## config.mk

```make
export PLATFORM = sky130hd
export DESIGN_NAME = decodeTop
export DESIGN_NICKNAME = d
export VERILOG_FILES = /design/src/rtl/rvIsaPkg.sv /design/src/rtl/decodeCtrlPkg.sv /design/src/rtl/decodeRegister.sv /design/src/rtl/mainControl.sv /design/src/rtl/immGen.sv /design/src/rtl/aluControl.sv /design/src/rtl/decodeTop.sv
export SDC_FILE = /design/constraint.sdc
export NUM_CORES = 1
export LEC_CHECK = 0
export BUFFER_PORTS_ARGS = -buffer_cell sky130_fd_sc_hd__buf_2
export CAP_MARGIN = 5
export CORE_MARGIN = 5
export CORE_UTILIZATION = 38
export CTS_CLUSTER_SIZE = 28
export DETAILED_ROUTE_END_ITERATION = 8
export PLACE_DENSITY = 0.83
export SLEW_MARGIN = 20
export SYNTH_ARGS = -nofsm -noshare
export SYNTH_HDL_FRONTEND = slang
export SYNTH_SLANG_ARGS = --single-unit
```

## constraint.sdc

```tcl
create_clock -name clk -period 3.2 [get_ports clk]
set_input_delay 0.64 -clock clk [delete_from_list [all_inputs] [get_ports clk]]
set_output_delay 0.64 -clock clk [all_outputs]
set_load 0.01 [all_outputs]
```

## src/rtl/rvIsaPkg.sv

```systemverilog
// RV32 ISA constants: widths, base and M-extension opcodes, funct codes
package rvIsaPkg;

    // Architectural widths
    localparam int XLEN       = 32;
    localparam int REG_ADDR_W = 5;
    localparam int OPCODE_W   = 7;
    localparam int FUNCT3_W   = 3;
    localparam int FUNCT7_W   = 7;

    // Major opcodes handled by decode
    typedef enum logic [OPCODE_W-1:0] {
        OP_LUI    = 7'b0110111,
        OP_AUIPC  = 7'b0010111,
        OP_JAL    = 7'b1101111,
        OP_JALR   = 7'b1100111,
        OP_BRANCH = 7'b1100011,
        OP_LOAD   = 7'b0000011,
        OP_STORE  = 7'b0100011,
        OP_IMM    = 7'b0010011,
        OP_REG    = 7'b0110011
    } opcode_e;

    // funct7 groups for OP
    localparam logic [FUNCT7_W-1:0] FUNCT7_BASE   = 7'b0000000;
    localparam logic [FUNCT7_W-1:0] FUNCT7_ALT    = 7'b0100000;
    localparam logic [FUNCT7_W-1:0] FUNCT7_MULDIV = 7'b0000001;

    // funct3 of the integer ALU group
    localparam logic [FUNCT3_W-1:0] FUNCT3_ADD  = 3'b000;
    localparam logic [FUNCT3_W-1:0] FUNCT3_SLL  = 3'b001;
    localparam logic [FUNCT3_W-1:0] FUNCT3_SLT  = 3'b010;
    localparam logic [FUNCT3_W-1:0] FUNCT3_SLTU = 3'b011;
    localparam logic [FUNCT3_W-1:0] FUNCT3_XOR  = 3'b100;
    localparam logic [FUNCT3_W-1:0] FUNCT3_SR   = 3'b101;
    localparam logic [FUNCT3_W-1:0] FUNCT3_OR   = 3'b110;
    localparam logic [FUNCT3_W-1:0] FUNCT3_AND  = 3'b111;

    // funct3 of the M extension
    localparam logic [FUNCT3_W-1:0] FUNCT3_MUL    = 3'b000;
    localparam logic [FUNCT3_W-1:0] FUNCT3_MULH   = 3'b001;
    localparam logic [FUNCT3_W-1:0] FUNCT3_MULHSU = 3'b010;
    localparam logic [FUNCT3_W-1:0] FUNCT3_MULHU  = 3'b011;
    localparam logic [FUNCT3_W-1:0] FUNCT3_DIV    = 3'b100;
    localparam logic [FUNCT3_W-1:0] FUNCT3_DIVU   = 3'b101;
    localparam logic [FUNCT3_W-1:0] FUNCT3_REM    = 3'b110;
    localparam logic [FUNCT3_W-1:0] FUNCT3_REMU   = 3'b111;

endpackage

```

## src/rtl/decodeCtrlPkg.sv

```systemverilog
// Decode control types: ALU operations, instruction classes, immediate formats, branches
package decodeCtrlPkg;

    // ALU operation select, encoding shared with the execute stage
    typedef enum logic [4:0] {
        ALU_AND    = 5'b00000,
        ALU_OR     = 5'b00001,
        ALU_ADD    = 5'b00010,
        ALU_XOR    = 5'b00011,
        ALU_SUB    = 5'b00100,
        ALU_SLL    = 5'b00110,
        ALU_SRL    = 5'b00111,
        ALU_SRA    = 5'b01000,
        ALU_SLT    = 5'b01001,
        ALU_SLTU   = 5'b01010,
        ALU_MUL    = 5'b01011,
        ALU_MULH   = 5'b01100,
        ALU_MULHSU = 5'b01101,
        ALU_MULHU  = 5'b01110,
        ALU_DIV    = 5'b01111,
        ALU_DIVU   = 5'b10000,
        ALU_REM    = 5'b10001,
        ALU_REMU   = 5'b10010
    } aluCtrl_e;

    // Instruction class seen by the ALU decoder
    typedef enum logic [2:0] {
        ALUOP_MEMORY = 3'b000,
        ALUOP_BRANCH = 3'b001,
        ALUOP_ARITH  = 3'b010,
        ALUOP_JUMP   = 3'b011,
        ALUOP_LUI    = 3'b100,
        ALUOP_AUIPC  = 3'b101,
        ALUOP_JALR   = 3'b111
    } aluOp_e;

    // Immediate format
    typedef enum logic [2:0] {
        IMM_NONE = 3'd0,
        IMM_I    = 3'd1,
        IMM_S    = 3'd2,
        IMM_B    = 3'd3,
        IMM_U    = 3'd4,
        IMM_J    = 3'd5
    } immSel_e;

    // Branch condition, same values as the branch funct3
    typedef enum logic [2:0] {
        BR_BEQ  = 3'b000,
        BR_BNE  = 3'b001,
        BR_BLT  = 3'b100,
        BR_BGE  = 3'b101,
        BR_BLTU = 3'b110,
        BR_BGEU = 3'b111
    } branchType_e;

endpackage

```

## src/rtl/decodeRegister.sv

```systemverilog
// Decode pipeline register for instruction word, operand values and valid
`timescale 1ns/10ps

module decodeRegister (
    input  logic                      clk,
    input  logic                      rst,
    input  logic [rvIsaPkg::XLEN-1:0] instrIn,
    input  logic                      instrValid,
    input  logic [rvIsaPkg::XLEN-1:0] rsValue1In,
    input  logic [rvIsaPkg::XLEN-1:0] rsValue2In,
    output logic [rvIsaPkg::XLEN-1:0] regInstr,
    output logic                      regValid,
    output logic [rvIsaPkg::XLEN-1:0] regValue1,
    output logic [rvIsaPkg::XLEN-1:0] regValue2
);

    // No stall, so every edge takes a new instruction
    always_ff @(posedge clk or posedge rst)
    begin
        if (rst)
        begin
            regInstr  <= '0;
            regValid  <= 1'b0;
            regValue1 <= '0;
            regValue2 <= '0;
        end
        else
        begin
            regInstr  <= instrIn;
            regValid  <= instrValid;
            regValue1 <= rsValue1In;
            regValue2 <= rsValue2In;
        end
    end

endmodule

```

## src/rtl/mainControl.sv

```systemverilog
// Main control: opcode to memory, write-back, source and immediate controls plus illegal flag
`timescale 1ns/10ps

module mainControl (
    input  logic [rvIsaPkg::XLEN-1:0] regInstr,
    input  logic                      regValid,
    output logic                      memWrite,
    output logic                      memRead,
    output logic                      regWrite,
    output logic                      aluSrc,
    output logic                      memToReg,
    output logic                      pcSrc,
    output logic                      illegal,
    output decodeCtrlPkg::aluOp_e     aluOp,
    output decodeCtrlPkg::immSel_e    immSel
);

    logic [rvIsaPkg::OPCODE_W-1:0] opcode;

    assign opcode = regInstr[rvIsaPkg::OPCODE_W-1:0];

    always_comb
    begin
        memWrite = 1'b0;
        memRead  = 1'b0;
        regWrite = 1'b0;
        aluSrc   = 1'b0;
        memToReg = 1'b0;
        pcSrc    = 1'b0;
        illegal  = 1'b0;
        aluOp    = decodeCtrlPkg::ALUOP_MEMORY;
        immSel   = decodeCtrlPkg::IMM_NONE;
        // Bubble cycles leave everything at zero
        if (regValid)
        begin
            case (opcode)
                rvIsaPkg::OP_LUI, rvIsaPkg::OP_AUIPC:
                begin
                    regWrite = 1'b1;
                    aluSrc   = 1'b1;
                    immSel   = decodeCtrlPkg::IMM_U;
                    aluOp    = (opcode == rvIsaPkg::OP_LUI) ? decodeCtrlPkg::ALUOP_LUI
                                                            : decodeCtrlPkg::ALUOP_AUIPC;
                end
                rvIsaPkg::OP_JAL, rvIsaPkg::OP_JALR:
                begin
                    // Link register gets pc + 4
                    regWrite = 1'b1;
                    pcSrc    = 1'b1;
                    aluSrc   = 1'b1;
                    if (opcode == rvIsaPkg::OP_JAL)
                    begin
                        aluOp  = decodeCtrlPkg::ALUOP_JUMP;
                        immSel = decodeCtrlPkg::IMM_J;
                    end
                    else
                    begin
                        aluOp  = decodeCtrlPkg::ALUOP_JALR;
                        immSel = decodeCtrlPkg::IMM_I;
                    end
                end
                rvIsaPkg::OP_BRANCH:
                begin
                    pcSrc  = 1'b1;
                    aluOp  = decodeCtrlPkg::ALUOP_BRANCH;
                    immSel = decodeCtrlPkg::IMM_B;
                end
                rvIsaPkg::OP_LOAD:
                begin
                    memRead  = 1'b1;
                    memToReg = 1'b1;
                    regWrite = 1'b1;
                    aluSrc   = 1'b1;
                    immSel   = decodeCtrlPkg::IMM_I;
                end
                rvIsaPkg::OP_STORE:
                begin
                    memWrite = 1'b1;
                    aluSrc   = 1'b1;
                    immSel   = decodeCtrlPkg::IMM_S;
                end
                rvIsaPkg::OP_IMM:
                begin
                    regWrite = 1'b1;
                    aluSrc   = 1'b1;
                    aluOp    = decodeCtrlPkg::ALUOP_ARITH;
                    immSel   = decodeCtrlPkg::IMM_I;
                end
                rvIsaPkg::OP_REG:
                begin
                    regWrite = 1'b1;
                    aluOp    = decodeCtrlPkg::ALUOP_ARITH;
                end
                default:
                    illegal = 1'b1;
            endcase
        end
    end

endmodule

```

## src/rtl/immGen.sv

```systemverilog
// Immediate generator: assembles and sign-extends the I, S, B, U and J formats
`timescale 1ns/10ps

module immGen (
    input  logic [rvIsaPkg::XLEN-1:0] regInstr,
    input  decodeCtrlPkg::immSel_e    immSel,
    output logic [rvIsaPkg::XLEN-1:0] imm
);

    logic signBit;

    // Bit 31 is the sign in every format
    assign signBit = regInstr[31];

    always_comb
    begin
        case (immSel)
            decodeCtrlPkg::IMM_I:
                imm = {{20{signBit}}, regInstr[31:20]};
            decodeCtrlPkg::IMM_S:
                imm = {{20{signBit}}, regInstr[31:25], regInstr[11:7]};
            decodeCtrlPkg::IMM_B:
                imm = {{19{signBit}}, signBit, regInstr[7], regInstr[30:25],
                       regInstr[11:8], 1'b0};
            // Upper 20 bits, low half cleared
            decodeCtrlPkg::IMM_U:
                imm = {regInstr[31:12], 12'b0};
            decodeCtrlPkg::IMM_J:
                imm = {{11{signBit}}, signBit, regInstr[19:12], regInstr[20],
                       regInstr[30:21], 1'b0};
            default:
                imm = '0;
        endcase
    end

endmodule

```

## src/rtl/aluControl.sv

```systemverilog
// ALU control: instruction class, funct3 and funct7 to ALU operation and branch kind
`timescale 1ns/10ps

module aluControl (
    input  logic [rvIsaPkg::XLEN-1:0]   regInstr,
    input  logic                        regValid,
    input  decodeCtrlPkg::aluOp_e       aluOp,
    output decodeCtrlPkg::aluCtrl_e     aluCtrl,
    output decodeCtrlPkg::branchType_e  branchType
);

    logic [rvIsaPkg::FUNCT3_W-1:0] funct3;
    logic [rvIsaPkg::FUNCT7_W-1:0] funct7;
    logic                          isReg;

    assign funct3 = regInstr[14:12];
    assign funct7 = regInstr[31:25];
    assign isReg  = (regInstr[rvIsaPkg::OPCODE_W-1:0] == rvIsaPkg::OP_REG);

    always_comb
    begin
        aluCtrl    = decodeCtrlPkg::ALU_AND;
        branchType = decodeCtrlPkg::BR_BEQ;
        if (regValid)
        begin
            aluCtrl = decodeCtrlPkg::ALU_ADD;
            case (aluOp)
                // Compare by subtraction
                decodeCtrlPkg::ALUOP_BRANCH:
                begin
                    aluCtrl    = decodeCtrlPkg::ALU_SUB;
                    branchType = decodeCtrlPkg::branchType_e'(funct3);
                end
                decodeCtrlPkg::ALUOP_ARITH:
                begin
                    if (isReg && funct7 == rvIsaPkg::FUNCT7_MULDIV)
                    begin
                        case (funct3)
                            rvIsaPkg::FUNCT3_MUL:    aluCtrl = decodeCtrlPkg::ALU_MUL;
                            rvIsaPkg::FUNCT3_MULH:   aluCtrl = decodeCtrlPkg::ALU_MULH;
                            rvIsaPkg::FUNCT3_MULHSU: aluCtrl = decodeCtrlPkg::ALU_MULHSU;
                            rvIsaPkg::FUNCT3_MULHU:  aluCtrl = decodeCtrlPkg::ALU_MULHU;
                            rvIsaPkg::FUNCT3_DIV:    aluCtrl = decodeCtrlPkg::ALU_DIV;
                            rvIsaPkg::FUNCT3_DIVU:   aluCtrl = decodeCtrlPkg::ALU_DIVU;
                            rvIsaPkg::FUNCT3_REM:    aluCtrl = decodeCtrlPkg::ALU_REM;
                            default:                 aluCtrl = decodeCtrlPkg::ALU_REMU;
                        endcase
                    end
                    else if (isReg && funct7 == rvIsaPkg::FUNCT7_ALT)
                    begin
                        // Only SUB and SRA exist in the alternate group
                        if (funct3 == rvIsaPkg::FUNCT3_ADD)
                            aluCtrl = decodeCtrlPkg::ALU_SUB;
                        else if (funct3 == rvIsaPkg::FUNCT3_SR)
                            aluCtrl = decodeCtrlPkg::ALU_SRA;
                    end
                    else if (!isReg || funct7 == rvIsaPkg::FUNCT7_BASE)
                    begin
                        // OP-IMM ignores funct7 except for the right shifts
                        case (funct3)
                            rvIsaPkg::FUNCT3_SLL:  aluCtrl = decodeCtrlPkg::ALU_SLL;
                            rvIsaPkg::FUNCT3_SLT:  aluCtrl = decodeCtrlPkg::ALU_SLT;
                            rvIsaPkg::FUNCT3_SLTU: aluCtrl = decodeCtrlPkg::ALU_SLTU;
                            rvIsaPkg::FUNCT3_XOR:  aluCtrl = decodeCtrlPkg::ALU_XOR;
                            rvIsaPkg::FUNCT3_OR:   aluCtrl = decodeCtrlPkg::ALU_OR;
                            rvIsaPkg::FUNCT3_AND:  aluCtrl = decodeCtrlPkg::ALU_AND;
                            rvIsaPkg::FUNCT3_SR:
                            begin
                                if (funct7 == rvIsaPkg::FUNCT7_BASE)
                                    aluCtrl = decodeCtrlPkg::ALU_SRL;
                                else if (funct7 == rvIsaPkg::FUNCT7_ALT)
                                    aluCtrl = decodeCtrlPkg::ALU_SRA;
                            end
                            default:               aluCtrl = decodeCtrlPkg::ALU_ADD;
                        endcase
                    end
                end
                // Address and link arithmetic all use ADD
                default:
                    aluCtrl = decodeCtrlPkg::ALU_ADD;
            endcase
        end
    end

endmodule

```

## src/rtl/decodeTop.sv

```systemverilog
// Decode stage top: pipeline register feeding control, immediate and ALU decoders
`timescale 1ns/10ps

module decodeTop (
    input  logic                                clk,
    input  logic                                rst,
    input  logic [rvIsaPkg::XLEN-1:0]           instrIn,
    input  logic                                instrValid,
    input  logic [rvIsaPkg::XLEN-1:0]           rsValue1In,
    input  logic [rvIsaPkg::XLEN-1:0]           rsValue2In,
    output logic [rvIsaPkg::REG_ADDR_W-1:0]     rs1,
    output logic [rvIsaPkg::REG_ADDR_W-1:0]     rs2,
    output logic [rvIsaPkg::REG_ADDR_W-1:0]     rd,
    output logic [rvIsaPkg::XLEN-1:0]           imm,
    output logic [rvIsaPkg::XLEN-1:0]           value1,
    output logic [rvIsaPkg::XLEN-1:0]           value2,
    output logic                                decValid,
    output logic                                memWrite,
    output logic                                memRead,
    output logic                                regWrite,
    output logic                                aluSrc,
    output logic                                memToReg,
    output logic                                pcSrc,
    output logic                                illegal,
    output decodeCtrlPkg::aluOp_e               aluOp,
    output decodeCtrlPkg::aluCtrl_e             aluCtrl,
    output decodeCtrlPkg::branchType_e          branchType
);

    logic [rvIsaPkg::XLEN-1:0] regInstr;
    logic                      regValid;
    decodeCtrlPkg::immSel_e    immSel;

    // Register fields straight from the stored instruction
    assign rs1      = regInstr[19:15];
    assign rs2      = regInstr[24:20];
    assign rd       = regInstr[11:7];
    assign decValid = regValid;

    decodeRegister uReg (
        .clk        (clk),
        .rst        (rst),
        .instrIn    (instrIn),
        .instrValid (instrValid),
        .rsValue1In (rsValue1In),
        .rsValue2In (rsValue2In),
        .regInstr   (regInstr),
        .regValid   (regValid),
        .regValue1  (value1),
        .regValue2  (value2)
    );

    mainControl uMainCtrl (
        .regInstr (regInstr),
        .regValid (regValid),
        .memWrite (memWrite),
        .memRead  (memRead),
        .regWrite (regWrite),
        .aluSrc   (aluSrc),
        .memToReg (memToReg),
        .pcSrc    (pcSrc),
        .illegal  (illegal),
        .aluOp    (aluOp),
        .immSel   (immSel)
    );

    immGen uImmGen (
        .regInstr (regInstr),
        .immSel   (immSel),
        .imm      (imm)
    );

    aluControl uAluCtrl (
        .regInstr   (regInstr),
        .regValid   (regValid),
        .aluOp      (aluOp),
        .aluCtrl    (aluCtrl),
        .branchType (branchType)
    );

endmodule

```

==> flow_summary_export.csv <==
group,metric,value,unit
critical_path,worstPathRequired,2560,ps
critical_path,cp-end-kind,"primary output",
synth,synthesis.area,0.00355,mm2
hold_path,hp-start,"instrIn[19]",
final_layout,area_growth,36.6,%
critical_path,cpLargestDelayFamily,"simple AND/OR/NAND/NOR gates",
hold_path,hold_path_class,"primary input to register",
floorplan,core_area,0.00915,mm2
detailed_routing,antenna_left,0,
final_layout,multi_input_area,910,um2
cts,cts-resized-gates,0,
sta,holdWs,383,ps
sta,setup_viol,0,
final_layout,drive_gt1_frac,0.570,
synth,yosys-top-cells-area,"dfrtp_1 68%, a21o_1 4.0%, buf_4 3.6%",
critical_path,cp.arrival,2300,ps
cts,cts_sinks,97,
final_layout,n_fill_cell,763,
sta,hold_viol_final,0,
global_routing,grt_busiest_layer,"met2",
synth,yosys.area.top_type,"dfrtp_1",
run_status,status,"finished, final reports clean",
floorplan,initial_utilization,0.388,
sta,timing.slew.headroom,0.350,
detailed_routing,dr.pass1.iters,4,
cts,clk_path_buf_depth,2,
floorplan,die_w,107,um
pwr,p_per_area,487,mW/mm2
global_routing,grt-ovfl-total,0,
cts,h-tree-depth,3,
global_routing,grt_use_met2,0.365,
run,maxCapViolations,0,
pwr,pwr-share-clk,0.342,
sta,max_freq,0.340,GHz
pwr,seqPwrFrac,0.563,
synth,async_reset_ff_frac,1.00,
detailed_routing,routed_via_density,4.87,
pwr,switching_share,0.253,
global_routing,use_met1,0.202,
detailed_routing,vias,2814,
cts,cts_hold_buf,0,
global_routing,use_met3,0.0686,
global_routing,grt_pass1_vias,3109,
critical_path,worst-path-max-fanout,6,
pwr,p_int,1.76,mW
critical_path,criticalPathCategory,"register to primary output",
synth,synth_seq_cells,97,
critical_path,worstPathCellList,"nand4bb_2 -> nor3_2 -> a21oi_2 -> nor2b_1 -> and2_1 -> buf_2",
synth,synthCells,248,
global_routing,grt_start_max_net_pins,84,
synth,synth-edff-count,0,
hold_path,worstHoldEndpoint,"uReg.regInstr[19]",
sta,slew_violations,0,
placed_design,dp_hpwl,9.11,mm
cts,root_buffer,"clkbuf_8",
detailed_routing,drtIter0Drc,90,
floorplan,dieArea,0.0114,mm2
synth,seq_area_frac_synth,0.684,
pwr,switchingPower,598,uW
critical_path,startpoint_type,"register",
sta,final.period_utilization,0.920,
final_layout,num_antenna_cells,0,
synth,yosys.area.top_type_share,0.684,
floorplan,die_h,107,um
cts,cts_tree,"yes",
final_layout,seq_area,0.00243,mm2
cts,cts_buffers,9,
global_routing,grt.total_usage,0.198,
hold_path,worstHoldPathCells,1,
critical_path,max_stage_delay,490,ps
synth,synth.net_count,347,
detailed_routing,wl_per_cell,19.3,um
final_layout,layout_common_cells,"228 x buf_2, 97 x dfrtp_1, 19 x a21o_1",
synth,ys_types,53,
sta,final.setup.tns,0,ps
cts,post_cts_buffers,0,
floorplan,io_pins,229,
synth,syn_area_per_cell,14.3,um2
pwr,combPwrFrac,0.095,
pwr,ir_drop,0.439,mV
global_routing,antenna_found_initial,1,
floorplan,rows,35,
cts,clk_pin_slew,100,ps
critical_path,critPathSlowestCell,"nor2b_1",
sta,period_needed,2940,ps
detailed_routing,drc,0,
detailed_routing,wl,11.1,mm
synth,yosysWarnings,0,
critical_path,crit_buf_inv,1,
sta,rsz0062_at_grt,"false",
placed_design,port_buffers,228,
placed_design,gp_congestion,0.857,
synth,ys.flop_type,"dfrtp_1",
global_routing,grt_first_pass_wirelength,17.1,mm
final_layout,final_common_cell,"buf_2",
final_layout,nets,561,
sta,tightest_slew,975,ps
pwr,p_leak,2.66,nW
## per-layer routing
| metal | routed length, um | part of all wire |
|---|---|---|
| met2 | 6180 | 0.55 |
| met3 | 949 | 0.085 |
| met1 | 3630 | 0.33 |
| met5 | 7 | 0.00063 |
| met4 | 377 | 0.034 |
## logic make-up (layout without fill, tap and decap cells)
| family | count (synthesis) | in the layout | synth area share |
|---|---|---|---|
| simple gates | 66 | 66 | 0.128 |
| xor+xnor | 2 | 2 | 0.00494 |
| flops | 97 | 97 | 0.684 |
| buf+inv | 30 | 249 | 0.0593 |
| compound gates | 52 | 52 | 0.121 |
| mux | 1 | 1 | 0.00282 |
## how the worst max path moves through the flow
stage,start,to,slack [ps],cells after the start
after floorplan,rst,uReg.regInstr[0],30,1
after global placement,uReg.regInstr[3],imm[6],740,6
after detailed placement,uReg.regInstr[5],imm[16],660,6
after CTS,uReg.regInstr[5],imm[16],250,6
after global routing,uReg.regInstr[6],imm[13],60,6
final,uReg.regInstr[3],imm[9],260,6
## power groups by stage
stage / Sequential (mW) / Clock, mW / Combinational, mW
after CTS: 1.33 / 0.823 / 0.229
after floorplan: 1.36 / 0 / 0.0880
after global placement: 1.35 / 0 / 0.222
after detailed placement: 1.35 / 0 / 0.228
final: 1.33 / 0.806 / 0.225
after global routing: 1.34 / 0.881 / 0.245
## stage by stage
stage                     instance area (um2)  worst slack, ps  std cells  power (mW)  utilization
after floorplan                          3550             26.3        248        1.45            -
after global placement                   4650              742        562        1.57        0.508
after detailed placement                 4650              657        562        1.58        0.508
after CTS                                4850              248        578        2.38        0.530
after global routing                     4850             62.4        578        2.46        0.530
final                                    4850              257        578        2.36        0.530
## cells in the mapped netlist (all sizes together), types with 3 or more instances
cell type,number
a21oi,6
dfrtp,97
nand2,8
a22o,4
clkbuf,4
nor4b,5
nor3,5
nor2,12
a21o,20
and2,10
o31ai,3
nor4,3
buf,23
o21ai,5
o21a,4
and3,5
nand3,5
inv,3
## state kept, by name, summed over array words and instances (netlist names)
signal,flops
uReg.regValue2,32
uReg.regValid,1
uReg.regValue1,32
uReg.regInstr,32
## final cells by class
class / instances / share of cell area
Sequential cell: 97 / 0.501
Clock inverter: 6 / 0.0152
Tap cell: 111 / 0.0287
Inverter: 3 / 0.00284
Multi-Input combinational cell: 121 / 0.188
Clock buffer: 10 / 0.0263
Timing Repair Buffer: 230 / 0.239
Note: power is estimated with default switching activity, not from simulation.
